==> config.mk <==
export PLATFORM = sky130hd
export DESIGN_NAME = control_logic_flat
export DESIGN_NICKNAME = d
export VERILOG_FILES = /design/src/verilog/cpu_pkg.sv /design/src/verilog/datapath_if.sv /design/src/verilog/control_logic.sv /design/src/flat_wrapper.sv
export SDC_FILE = /design/constraint.sdc
export NUM_CORES = 1
export LEC_CHECK = 0
export BUFFER_PORTS_ARGS = -buffer_cell sky130_fd_sc_hd__buf_2
export CAP_MARGIN = 5
export CORE_MARGIN = 2
export CORE_UTILIZATION = 30
export CTS_BUF_LIST = sky130_fd_sc_hd__clkbuf_4 sky130_fd_sc_hd__clkbuf_8
export CTS_CLUSTER_DIAMETER = 200
export CTS_CLUSTER_SIZE = 24
export DETAILED_ROUTE_END_ITERATION = 7
export SYNTH_ARGS = -nofsm -noshare
export SYNTH_HDL_FRONTEND = slang
export SYNTH_SLANG_ARGS = --single-unit
==> constraint.sdc <==
create_clock -name clk -period 1.9 [get_ports clk]
set_clock_uncertainty 0.05 [all_clocks]
set_input_delay 0.19 -clock clk [delete_from_list [all_inputs] [get_ports clk]]
set_output_delay 0.19 -clock clk [all_outputs]
set_load 0.005 [all_outputs]
==> src/verilog/cpu_pkg.sv <==
package cpu_pkg;
  localparam int WORD_W      = 32;                    // Bus and register width.
  localparam int REG_IDX_W   = 5;                     // Register number width.
  localparam int REG_COUNT   = 32;                    // r0 to r31.
  localparam int UOP_COUNT_W = 5;                     // Micro-op counter width.
  localparam int OPCODE_W    = 6;                     // Opcode field width.
  localparam int UADDR_W     = OPCODE_W + UOP_COUNT_W; // Opcode then count.
  localparam int MEM_ADDR_W  = 8;                     // Word address width.
  localparam int MEM_WORDS   = 256;                   // Words of memory.

  typedef logic [WORD_W-1:0]      word_t;
  typedef logic [REG_IDX_W-1:0]   reg_idx_t;
  typedef logic [UOP_COUNT_W-1:0] uop_count_t;
  typedef logic [UADDR_W-1:0]     uaddr_t;
  typedef logic [MEM_ADDR_W-1:0]  mem_addr_t;
  typedef logic [31:0]            control_word_t;
  typedef logic [3:0]             out_plane_t;
  typedef logic [2:0]             in_plane_t;
  typedef logic [1:0]             reg_sel_t;
  typedef logic [2:0]             mlu_op_t;

  // The opcode register doubles as the CPU state.
  typedef enum logic [OPCODE_W-1:0] {
    OP_RESET = 6'd0,
    OP_FETCH = 6'd1,
    OP_LW    = 6'd2,  // LW rD, [rS + offset].
    OP_ADD   = 6'd3,  // rD = rS + rT.
    OP_SUB   = 6'd4,  // rD = rS - rT.
    OP_HALT  = 6'd5
  } opcode_e;

  localparam out_plane_t OUT_NONE      = 4'd0;  // Bus reads zero.
  localparam out_plane_t OUT_REG       = 4'd1;
  localparam out_plane_t OUT_MMU       = 4'd4;
  localparam out_plane_t OUT_MLU       = 4'd5;
  localparam out_plane_t OUT_CTRL_DATA = 4'd8;  // Zero-extended ctrl_data.
  localparam out_plane_t OUT_OFFSET    = 4'd9;  // Sign-extended opword offset.

  localparam in_plane_t IN_NONE   = 3'd0;
  localparam in_plane_t IN_REG    = 3'd1;
  localparam in_plane_t IN_TMP0   = 3'd2;
  localparam in_plane_t IN_TMP1   = 3'd3;
  localparam in_plane_t IN_OPWORD = 3'd5;
  localparam in_plane_t IN_OPCODE = 3'd6;

  localparam reg_sel_t REG_SEL_RD      = 2'd0;
  localparam reg_sel_t REG_SEL_RS      = 2'd1;
  localparam reg_sel_t REG_SEL_CONTROL = 2'd2;  // Index from ctrl_data.
  localparam reg_sel_t REG_SEL_RT      = 2'd3;

  localparam mlu_op_t MLU_ADD = 3'd0;
  localparam mlu_op_t MLU_SUB = 3'd1;
  localparam mlu_op_t MLU_AND = 3'd2;
  localparam mlu_op_t MLU_OR  = 3'd3;
  localparam mlu_op_t MLU_XOR = 3'd4;

  localparam logic OPCODE_SEL_OPWORD = 1'b0;  // Opcode from opword[31:26].
  localparam logic OPCODE_SEL_BUS    = 1'b1;  // Opcode from bus[5:0].

  // Control word layout.
  localparam int CW_CTRL_DATA_LSB = 0;
  localparam int CW_CTRL_DATA_MSB = 5;
  localparam int CW_REG_SEL_LSB   = 6;
  localparam int CW_REG_SEL_MSB   = 7;
  localparam int CW_OUT_PLANE_LSB = 8;
  localparam int CW_OUT_PLANE_MSB = 11;
  localparam int CW_IN_PLANE_LSB  = 12;
  localparam int CW_IN_PLANE_MSB  = 14;
  localparam int CW_MISC_BIT      = 15;  // Micro-op counter reset.
  localparam int CW_MLU_OP_LSB    = 16;
  localparam int CW_MLU_OP_MSB    = 18;
  localparam int CW_MLU_CARRY_BIT = 19;
  localparam int CW_SHIFTER_LSB   = 20;
  localparam int CW_SHIFTER_MSB   = 21;
  localparam int CW_OPCODE_SEL_BIT = 22;

  // Opword layout.
  localparam int OPW_OPCODE_LSB = 26;
  localparam int OPW_OPCODE_MSB = 31;
  localparam int OPW_RD_LSB     = 21;
  localparam int OPW_RD_MSB     = 25;
  localparam int OPW_RS_LSB     = 16;
  localparam int OPW_RS_MSB     = 20;
  localparam int OPW_RT_LSB     = 11;
  localparam int OPW_RT_MSB     = 15;
  localparam int OPW_OFFSET_LSB = 0;
  localparam int OPW_OFFSET_MSB = 15;

  localparam reg_idx_t REG_PC = 5'd31;  // r31 holds the program counter.
endpackage

==> src/verilog/datapath_if.sv <==
interface datapath_if import cpu_pkg::*; ();
  word_t    bus;         // Shared data bus.
  reg_idx_t reg_idx;     // Selected register.
  logic     reg_we;      // Register write from bus.
  logic     tmp0_we;     // TMP0 load from bus.
  logic     tmp1_we;     // TMP1 load from bus.
  mlu_op_t  mlu_op;
  word_t    reg_rdata;
  word_t    mlu_result;
  word_t    tmp0;        // Also the memory address.
  word_t    mem_rdata;

  modport control (
    output bus, reg_idx, reg_we, tmp0_we, tmp1_we, mlu_op,
    input  reg_rdata, mlu_result, mem_rdata
  );

  modport regs (
    input  bus, reg_idx, reg_we,
    output reg_rdata
  );

  modport alu (
    input  bus, tmp0_we, tmp1_we, mlu_op,
    output mlu_result, tmp0
  );

  modport mem (
    input  tmp0,
    output mem_rdata
  );
endinterface

==> src/verilog/control_logic.sv <==
module control_logic import cpu_pkg::*; (
  input  logic           clk,
  input  logic           reset,
  output uaddr_t         uaddr,
  input  control_word_t  control_word,
  datapath_if.control    dp,
  output logic           fetch_strobe,
  output word_t          fetch_opword,
  output logic           halted
);
  opcode_e    opcode_q;    // Current instruction, also the state.
  uop_count_t count_q;     // Micro-op within the instruction.
  word_t      opword_q;    // Fetched instruction word.
  word_t      bus;

  logic [5:0] ctrl_data;
  reg_sel_t   reg_sel;
  out_plane_t out_plane;
  in_plane_t  in_plane;
  logic       misc;
  logic       opcode_sel;
  logic       opcode_we;
  logic [OPW_OFFSET_MSB-OPW_OFFSET_LSB:0] offset;

  assign ctrl_data  = control_word[CW_CTRL_DATA_MSB:CW_CTRL_DATA_LSB];
  assign reg_sel    = control_word[CW_REG_SEL_MSB:CW_REG_SEL_LSB];
  assign out_plane  = control_word[CW_OUT_PLANE_MSB:CW_OUT_PLANE_LSB];
  assign in_plane   = control_word[CW_IN_PLANE_MSB:CW_IN_PLANE_LSB];
  assign misc       = control_word[CW_MISC_BIT];
  assign opcode_sel = control_word[CW_OPCODE_SEL_BIT];
  assign offset     = opword_q[OPW_OFFSET_MSB:OPW_OFFSET_LSB];

  assign uaddr = {opcode_q, count_q};  // Opcode in the high bits.

  always_comb begin
    case (reg_sel)
      REG_SEL_RD:      dp.reg_idx = opword_q[OPW_RD_MSB:OPW_RD_LSB];
      REG_SEL_RS:      dp.reg_idx = opword_q[OPW_RS_MSB:OPW_RS_LSB];
      REG_SEL_RT:      dp.reg_idx = opword_q[OPW_RT_MSB:OPW_RT_LSB];
      REG_SEL_CONTROL: dp.reg_idx = ctrl_data[REG_IDX_W-1:0];
      default:         dp.reg_idx = '0;
    endcase
  end

  always_comb begin
    case (out_plane)
      OUT_NONE:      bus = '0;
      OUT_REG:       bus = dp.reg_rdata;
      OUT_MMU:       bus = dp.mem_rdata;
      OUT_MLU:       bus = dp.mlu_result;
      OUT_CTRL_DATA: bus = word_t'(ctrl_data);  // Zero-extended.
      OUT_OFFSET:    bus = {{(WORD_W-$bits(offset)){offset[$bits(offset)-1]}}, offset};
      default:       bus = '0;
    endcase
  end

  assign dp.bus     = bus;
  assign dp.reg_we  = (in_plane == IN_REG);
  assign dp.tmp0_we = (in_plane == IN_TMP0);
  assign dp.tmp1_we = (in_plane == IN_TMP1);
  assign dp.mlu_op  = control_word[CW_MLU_OP_MSB:CW_MLU_OP_LSB];
  assign opcode_we  = (in_plane == IN_OPCODE);

  always_ff @(posedge clk) begin
    if (reset) begin
      opcode_q <= OP_RESET;
      count_q  <= '0;
      opword_q <= '0;
    end else begin
      count_q <= misc ? '0 : count_q + 1'b1;  // Sequence ends on misc.
      if (in_plane == IN_OPWORD) begin
        opword_q <= bus;
      end
      if (opcode_we) begin
        if (opcode_sel == OPCODE_SEL_BUS) begin
          opcode_q <= opcode_e'(bus[OPCODE_W-1:0]);
        end else begin
          opcode_q <= opcode_e'(opword_q[OPW_OPCODE_MSB:OPW_OPCODE_LSB]);
        end
      end
    end
  end

  // Pulses once per instruction, when the fetched opcode is taken.
  assign fetch_strobe = opcode_we && (opcode_sel == OPCODE_SEL_OPWORD);
  assign fetch_opword = opword_q;
  assign halted       = (opcode_q == OP_HALT);
endmodule

==> src/flat_wrapper.sv <==
// flat-port wrapper written by rule: the top's interface ports become plain ports
module control_logic_flat import cpu_pkg::*;
  (clk, reset, uaddr, control_word, fetch_strobe, fetch_opword, halted, dp_bus, dp_reg_idx, dp_reg_we, dp_tmp0_we, dp_tmp1_we, dp_mlu_op, dp_reg_rdata, dp_mlu_result, dp_mem_rdata);
  datapath_if dp_i ();
  input  logic clk;
  input  logic reset;
  output uaddr_t uaddr;
  input  control_word_t control_word;
  output logic fetch_strobe;
  output word_t fetch_opword;
  output logic halted;
  output wire logic [$bits(dp_i.bus)-1:0] dp_bus;
  output wire logic [$bits(dp_i.reg_idx)-1:0] dp_reg_idx;
  output wire logic [$bits(dp_i.reg_we)-1:0] dp_reg_we;
  output wire logic [$bits(dp_i.tmp0_we)-1:0] dp_tmp0_we;
  output wire logic [$bits(dp_i.tmp1_we)-1:0] dp_tmp1_we;
  output wire logic [$bits(dp_i.mlu_op)-1:0] dp_mlu_op;
  input wire logic [$bits(dp_i.reg_rdata)-1:0] dp_reg_rdata;
  input wire logic [$bits(dp_i.mlu_result)-1:0] dp_mlu_result;
  input wire logic [$bits(dp_i.mem_rdata)-1:0] dp_mem_rdata;
  assign dp_bus = dp_i.bus;
  assign dp_reg_idx = dp_i.reg_idx;
  assign dp_reg_we = dp_i.reg_we;
  assign dp_tmp0_we = dp_i.tmp0_we;
  assign dp_tmp1_we = dp_i.tmp1_we;
  assign dp_mlu_op = dp_i.mlu_op;
  assign dp_i.reg_rdata = dp_reg_rdata;
  assign dp_i.mlu_result = dp_mlu_result;
  assign dp_i.mem_rdata = dp_mem_rdata;
  control_logic u_core (.clk(clk), .reset(reset), .uaddr(uaddr), .control_word(control_word), .dp(dp_i), .fetch_strobe(fetch_strobe), .fetch_opword(fetch_opword), .halted(halted));
endmodule
==> results.tsv, run 1 <==
stage	metric	value	unit
global_route	initial antenna violation count	1	
clock_tree	Worst-path clk slew	90	ps
worst_setup_path	crit path capture type	output port	
cells_and_area	Antenna diodes	0	
timing	Max Fclk	0.582	GHz
synthesis	sequential share of the synthesized area	28.5	%
global_route	largest net degree at the start of global routing	65	
flow_run	max cap viols	0	
worst_setup_path	critical path's top delay family	simple AND/OR/NAND/NOR gates	
synthesis	top-area cell type share of the netlist area	28.5	%
drt	drt drc	0	
clock_tree	H-tree levels	2	
clock_tree	cts bufs inserted	5	
timing	final hold vios	0	
synthesis	mapped cell area	3020	sq um
drt	Final ANT Viol Nets	0	
drt	Detailed Route WL	10800	microns
timing	# setup viols final	0	
clock_tree	Root Driver	clkbuf_8	
timing	unrepaired setup endpoints after global routing	no	
floorplan	Die Width	104	microns
floorplan	chip height	104	microns
drt	DR iter-0 viols	167	
synthesis	Synth warnings	0	
placed_design	hpwl dp	8500	microns
synthesis	Post-synth top cells	nand2_1, dfxtp_1, nor2_1, a311oi_1, a21o_1	
floorplan	Initial Utilization	30.9	%
floorplan	# IOs	218	
synthesis	number of synthesized flops with an enable pin	0	
cells_and_area	final net count	673	
clock_tree	CTS tree	built	
pwr	maximum vdd drop	0.279	mV
run_status	status	finished clean	
clock_tree	worst skew pair latency	300	ps
drt	Vias	3447	
global_route	gr ovfl total	0	
global_route	first-pass GRT wire length	17600	microns
pwr	Pwr Total	2.21	mW
min_path	HP Class	input pin to register	
cells_and_area	fin area	4210	sq um
cells_and_area	synthesis-to-layout area growth	39.4	%
worst_setup_path	critical path type	input pin to output port	
synthesis	post-synth top area cell	dfxtp_1	
timing	max_slew headroom	61.5	%
worst_setup_path	slowest CP cell	or3b_4	
worst_setup_path	Worst Path Buf+Inv	3	
timing	final worst slack	183	ps
floorplan	die area	10900	sq um
drt	Via density	5.10	
synthesis	Synth area leaders	dfxtp_1, nand2_1, a311oi_1, mux2i_1, nor2_1	
synthesis	async set-reset flop share out of synthesis	0	%
synthesis	Cells after Synth	361	
worst_setup_path	crit path DAT	1480	ps
pwr	Leakage	2.08	nW
floorplan	core area	9770	sq um
floorplan	row count	36	
synthesis	syn_nets	492	
placed_design	DP Worst Slack	151	ps
clock_tree	clock tree buffer depth	2	
synthesis	Yosys cell types	43	
synthesis	Mapped Avg Cell Area	8.36	sq um
clock_tree	hold buffer count at cts	0	
timing	Final Slew Violations	0	
timing	period utilization	90.4	%
worst_setup_path	CP Launch Type	input pin	
pwr	Power per Cell Area	525	nW/um^2
global_route	GRT Total Usage	19.7	%
cells_and_area	layout cell share with drive strength beyond 1	47.5	%
worst_setup_path	CP Cell Sequence	buf_2 -> buf_4 -> or3b_4 -> nor2_8 -> nand2_1 -> nand2_1 -> buf_2	
drt	drt pass-1 iters	4	
timing	minimum clock period	1720	ps
timing	setup TNS	0	ps
timing	Slew @ Worst Pin	578	ps
drt	DR WL/cell	15.9	microns
synthesis	ys flop type	dfxtp_1	
worst_setup_path	Worst Path Required	1660	ps
placed_design	Placer Congestion	0.859	
worst_setup_path	CP max FO	11	
global_route	vias in the first global route	3463	
placed_design	number of port buffers	199	
synthesis	post-synthesis register bit count	43	
worst_setup_path	slowest cell delay on critical path	480	ps
clock_tree	clock tree sinks	43	
placed_design	dpl cell area	4110	sq um
synthesis	most common cell in the netlist	nand2_1	
-- timing repair --
action	in CTS	in global routing
buffers inserted	0	0
endpoints found under the setup margin	0	1
endpoints found under the hold margin	0	0
gates resized for setup	0	1
-- final cells by class --
type	instances	area, sq um
Fill cell	1022	5570
Multi-Input combinational cell	279	1950
Timing Repair Buffer	213	1140
Sequential cell	43	861
Tap cell	133	166
Clock buffer	5	68.8
Clock inverter	3	25.0
-- path summary, 6_finish.rpt --
check / to / cells past startpoint / slack, ps / start
worst max-delay path: dp_bus[0] / 7 / 180 / control_word[10]
worst min-delay path: u_core.count_q[1] / 2 / 70 / control_word[15]
worst max register to register: u_core.fetch_opword[23] / 3 / 570 / u_core.fetch_opword[15]
worst min register to register: u_core.count_q[0] / 1 / 450 / u_core.count_q[0]
-- power by group --
| group | internal [mW] | total [mW] | leakage [nW] | switching [mW] |
|---|---|---|---|---|
| sequential | 0.943 | 0.982 | 0.351 | 0.0391 |
| clock | 0.264 | 0.620 | 0.0443 | 0.357 |
| combinational | 0.304 | 0.608 | 1.68 | 0.304 |
-- registers in the layout (all words and copies together), names as in the netlist --
name                 count
u_core.fetch_opword     32
u_core.count_q           5
u_core.opcode_q          6
-- layout by cell type, fill, tap and decap left out, drive strengths merged, types with 2 or more instances in the layout --
cell | netlist | routed
buf | 22 | 213
mux4 | 5 | 5
a21o | 17 | 17
o21ai | 6 | 6
a211o | 3 | 3
nor2b | 4 | 4
clkbuf | 17 | 5
a311oi | 27 | 27
nand2 | 66 | 66
xor2 | 2 | 2
a22o | 16 | 16
a22oi | 12 | 12
a32oi | 2 | 2
dfxtp | 43 | 43
nor2 | 40 | 40
mux2 | 2 | 2
mux2i | 15 | 15
or2 | 3 | 3
o22ai | 10 | 10
nand3 | 2 | 2
nor3b | 5 | 5
o221a | 10 | 10
clkinv | 0 | 2
nor3 | 15 | 15
nand2b | 2 | 2
and3b | 4 | 4
a221oi | 3 | 3
-- routing by layer --
metal  track usage [%]  share of wire [%]  vias up
li1                  -                  -     1717
met1              25.0                 43     1571
met2              34.4                 49      149
met3              3.76                6.7        8
met4              4.34               0.82        2
met5                 0              0.065        -
-- cell families after synthesis --
logic type / synth area share [%]
buf+inv: 7.21
flops: 28.5
compound gates: 29.3
fa+ha+maj: 0.415
xor+xnor: 0.871
simple gates: 24.2
mux: 9.45
-- stage by stage --
step	instances	hold WS [ps]	utilization (%)
after global routing	676	66.3	43.0
final	676	71.3	43.0
after CTS	676	62.8	43.0
after detailed placement	668	330	42.0
after global placement	668	330	42.0
after floorplan	361	216	-
Note: power is estimated with default switching activity, not from simulation.
==> inputs of run 2 (changes only) <==
- CORE_UTILIZATION: 30 -> 46
- PLACE_DENSITY: not set -> 0.89
==> run 2 against run 1 <==
Net effect:
- worst setup slack lost 36 ps
- maximum frequency shrank 2.1%
- register-to-register slack lost 110 ps
- sequential share of layout area grew 0.43 points
- final cell count shrank 8.0%
- design area shrank 2.1%
- critical path depth is the same
- sequential power is essentially flat
- critical path type unchanged
- highest routed layer is now met4
==> results.tsv, run 2 (same netlist as run 1, synthesis figures left out) <==
stage	metric	value	unit
run_status	status	finished clean	
worst_setup_path	CP endpoint	dp_bus[19]	
drt	drt pass-1 iters	5	
timing	Max Fclk	0.570	GHz
timing	final worst slack	147	ps
floorplan	core area	6350	sq um
worst_setup_path	critical path type	input pin to output port	
drt	Detailed Route WL	10200	microns
global_route	gr ovfl total	0	
worst_setup_path	Worst Path Required	1660	ps
clock_tree	Worst-path clk slew	100	ps
global_route	vias in the first global route	3482	
drt	Vias	3614	
timing	setup TNS	0	ps
clock_tree	cts bufs inserted	5	
worst_setup_path	crit path DAT	1510	ps
worst_setup_path	CP max FO	15	
floorplan	Initial Utilization	47.5	%
timing	max_slew headroom	65.9	%
floorplan	die area	7220	sq um
pwr	maximum vdd drop	0.282	mV
cells_and_area	Antenna diodes	0	
cells_and_area	final net count	675	
clock_tree	CTS tree	built	
drt	drt drc	0	
worst_setup_path	reg2reg setup slack	460	ps
floorplan	# IOs	218	
worst_setup_path	worst setup path start	control_word[11]	
pwr	Power per Cell Area	531	nW/um^2
clock_tree	setup fix buffers added after clock tree synthesis	0	
clock_tree	CTS resizes	0	
timing	# setup viols final	0	
worst_setup_path	FF-to-FF path depth	3	
drt	DR WL/cell	16.4	microns
cells_and_area	most frequent cells in the layout	buf_2, nand2_1, dfxtp_1, nor2_1, a311oi_1	
clock_tree	clock tree sinks	43	
timing	Slew @ Worst Pin	511	ps
drt	DR iter-0 viols	202	
timing	final hold vios	0	
clock_tree	Root Driver	clkbuf_8	
floorplan	Die Width	85.0	microns
placed_design	number of port buffers	199	
global_route	GRT Total Usage	27.5	%
min_path	HP Class	input pin to register	
worst_setup_path	launch point of the worst reg-to-reg path	u_core.fetch_opword[15]	
placed_design	hpwl dp	8130	microns
placed_design	Placer Congestion	0.836	
cells_and_area	layout cell share with drive strength beyond 1	47.7	%
global_route	largest net degree at the start of global routing	65	
clock_tree	clock tree buffer depth	2	
worst_setup_path	crit path capture type	output port	
timing	minimum clock period	1750	ps
drt	Final ANT Viol Nets	0	
cells_and_area	Final Util	64.9	%
timing	period utilization	92.3	%
cells_and_area	most common cell after layout, fill and taps aside	buf_2	
global_route	initial antenna violation count	0	
placed_design	DP Worst Slack	128	ps
worst_setup_path	CP Launch Type	input pin	
timing	worst hold margin	53.6	ps
global_route	first-pass GRT wire length	16200	microns
cells_and_area	Largest register FFs	32	
drt	Via density	5.81	
clock_tree	hold buffer count at cts	0	
floorplan	chip height	85.0	microns
flow_run	max cap viols	0	
timing	unrepaired setup endpoints after global routing	no	
cells_and_area	# fillers	576	
worst_setup_path	r2r endpoint	u_core.fetch_opword[27]	
floorplan	row count	29	
timing	Final Slew Violations	0	
clock_tree	H-tree levels	2	
pwr	Leakage	2.07	nW
cells_and_area	synthesis-to-layout area growth	36.6	%
clock_tree	worst skew pair latency	290	ps
run 2: routing by layer:
metal / up-vias / part of all wire [%] / track usage, %
li1: 1720 / - / -
met1: 1696 / 39 / 32.4
met2: 178 / 51 / 49.2
met3: 20 / 8.3 / 5.64
met4: 0 / 2.5 / 9.81
met5: - / 0 / 0
run 2: power breakdown:
group | switching (mW) | internal [mW] | total (mW)
logic | 0.300 | 0.301 | 0.601
clock network | 0.342 | 0.263 | 0.605
registers | 0.0393 | 0.943 | 0.982
total | 0.681 | 1.51 | 2.19
run 2: worst max-delay path: stages:
cell,delay (ps)
buf_2,120
nor2b_2,370
buf_4,190
nand2_2,190
a21o_1,240
nand2_1,90
buf_2,110
run 2: worst min-delay path by stage:
stage	start	to	slack, ps	depth (start not counted)
final	control_word[15]	u_core.count_q[2]	50	2
after global routing	control_word[15]	u_core.count_q[0]	60	2
after CTS	control_word[15]	u_core.count_q[2]	50	2
after detailed placement	control_word[17]	dp_mlu_op[1]	330	0
after global placement	control_word[17]	dp_mlu_op[1]	330	0
after floorplan	control_word[15]	u_core.count_q[1]	220	1
run 2: area by class of cell:
| class | count | area [sq um] | area share (%) |
|---|---|---|---|
| Timing Repair Buffer | 215 | 1130 | 27.4 |
| Tap cell | 77 | 96.3 | 2.34 |
| Multi-Input combinational cell | 279 | 1940 | 47.1 |
| Clock buffer | 5 | 68.8 | 1.67 |
| Sequential cell | 43 | 861 | 20.9 |
| Clock inverter | 3 | 23.8 | 0.577 |
run 2: stage by stage:
stage          std cells  area (sq um)  total power [mW]
6_report             622          4120              2.19
5_1_grt              622          4120              2.30
4_1_cts              622          4120              2.19
3_5_place_dp         614          4030              1.60
3_3_place_gp         614          4030              1.59
2_1_floorplan        361          3020              1.32
==> inputs of run 3 (changes only) <==
- BUFFER_PORTS_ARGS: -buffer_cell sky130_fd_sc_hd__buf_2 -> -buffer_cell sky130_fd_sc_hd__buf_4
==> run 3 against run 2 <==
Net effect:
- die area stayed put
- worst hold slack worse by 19 ps
- final cell count is 0.80% lower
- critical path depth is 3 lower
- clock power is 20% higher
- design area is 12% higher
- wire length is 6.8% higher
- critical path type is now register to output port
- highest routed layer unchanged
==> results.tsv, run 3 (same netlist as run 1, synthesis figures left out) <==
stage	metric	value	unit
run_status	status	finished clean	
global_route	vias in the first global route	3428	
timing	Slew @ Worst Pin	527	ps
cells_and_area	most common cell after layout, fill and taps aside	buf_4	
placed_design	Placed Cells	609	
worst_setup_path	critical path type	register to output port	
pwr	Pwr Total	2.42	mW
global_route	initial antenna violation count	0	
cells_and_area	Final Non-Filler Cells	617	
clock_tree	H-tree levels	2	
clock_tree	CTS resizes	0	
min_path	Hold Path Stages	2	
cells_and_area	final net count	670	
worst_setup_path	reg2reg setup slack	390	ps
worst_setup_path	CP Launch Type	register	
placed_design	Placer Congestion	0.821	
cells_and_area	fin area	4610	sq um
drt	Via density	5.70	
clock_tree	cts bufs inserted	5	
placed_design	hpwl dp	8500	microns
drt	Vias	3517	
clock_tree	Root Driver	clkbuf_8	
drt	Detailed Route WL	10900	microns
worst_setup_path	crit path capture type	output port	
worst_setup_path	CP max FO	15	
drt	DR iter-0 viols	170	
min_path	HP Class	input pin to register	
worst_setup_path	crit path DAT	1530	ps
drt	drt pass-1 iters	4	
drt	Final ANT Viol Nets	0	
floorplan	Initial Utilization	47.5	%
drt	drt drc	0	
timing	unrepaired setup endpoints after global routing	no	
clock_tree	clock tree buffer depth	2	
global_route	GRT Total Usage	28.8	%
cells_and_area	# fillers	511	
timing	# setup viols final	0	
drt	DR WL/cell	17.7	microns
worst_setup_path	FF-to-FF path depth	3	
timing	Max Fclk	0.567	GHz
clock_tree	clock tree sinks	43	
timing	period utilization	92.9	%
timing	Final Slew Violations	0	
cells_and_area	Antenna diodes	0	
clock_tree	CTS tree	built	
flow_run	max cap viols	0	
placed_design	number of port buffers	199	
cells_and_area	synthesis-to-layout area growth	52.7	%
cells_and_area	layout cell share with drive strength beyond 1	47.2	%
pwr	Power per Cell Area	526	nW/um^2
placed_design	DP Worst Slack	99.1	ps
clock_tree	worst skew pair latency	290	ps
timing	final hold vios	0	
timing	worst hold margin	35.0	ps
floorplan	die area	7220	sq um
global_route	gr ovfl total	0	
floorplan	Die Width	85.0	microns
floorplan	row count	29	
global_route	largest net degree at the start of global routing	65	
floorplan	core area	6350	sq um
floorplan	chip height	85.0	microns
timing	setup TNS	0	ps
timing	max_slew headroom	64.9	%
global_route	first-pass GRT wire length	16800	microns
clock_tree	setup fix buffers added after clock tree synthesis	0	
cells_and_area	Largest register FFs	32	
worst_setup_path	Worst Path Required	1660	ps
pwr	maximum vdd drop	0.299	mV
cells_and_area	most frequent cells in the layout	buf_4, nand2_1, dfxtp_1, nor2_1, a311oi_1	
placed_design	dpl cell area	4490	sq um
timing	minimum clock period	1770	ps
pwr	Leakage	2.17	nW
timing	final worst slack	135	ps
floorplan	# IOs	218	
clock_tree	hold buffer count at cts	0	
clock_tree	Worst-path clk slew	90	ps
cells_and_area	Final Util	72.6	%
[run 3: area by class of cell]
cell class	count	area, sq um	area share, %
Multi-Input combinational cell	279	1950	42.3
Tap cell	77	96.3	2.09
Timing Repair Buffer	210	1590	34.5
Sequential cell	43	861	18.7
Clock buffer	5	68.8	1.49
Clock inverter	3	43.8	0.951
[run 3: worst max-delay path: stages (launching register included)]
cell and delay [ps]:
dfxtp_1 510, nand2_2 270, a21o_1 240, nand2_1 90, buf_4 110
[run 3: path summary, 6_finish.rpt]
check / from / endpoint
worst max-delay path: u_core.fetch_opword[15] / dp_bus[19]
worst min-delay path: control_word[15] / u_core.count_q[0]
worst max register to register: u_core.fetch_opword[15] / u_core.fetch_opword[23]
worst min register to register: u_core.count_q[0] / u_core.count_q[0]
[run 3: routing by layer]
| layer | global-route usage, % | share of wire, % | up-vias |
|---|---|---|---|
| met2 | 55.5 | 54 | 161 |
| li1 | - | - | 1708 |
| met3 | 5.06 | 7.1 | 8 |
| met1 | 33.0 | 38 | 1640 |
| met5 | 0 | 0 | - |
| met4 | 5.63 | 0.94 | 0 |
[run 3: power by group]
group	total [mW]	leakage (nW)	internal, mW	switching [mW]
Combinational	0.716	1.76	0.405	0.311
Clock	0.726	0.0581	0.392	0.334
Sequential	0.983	0.351	0.943	0.0402
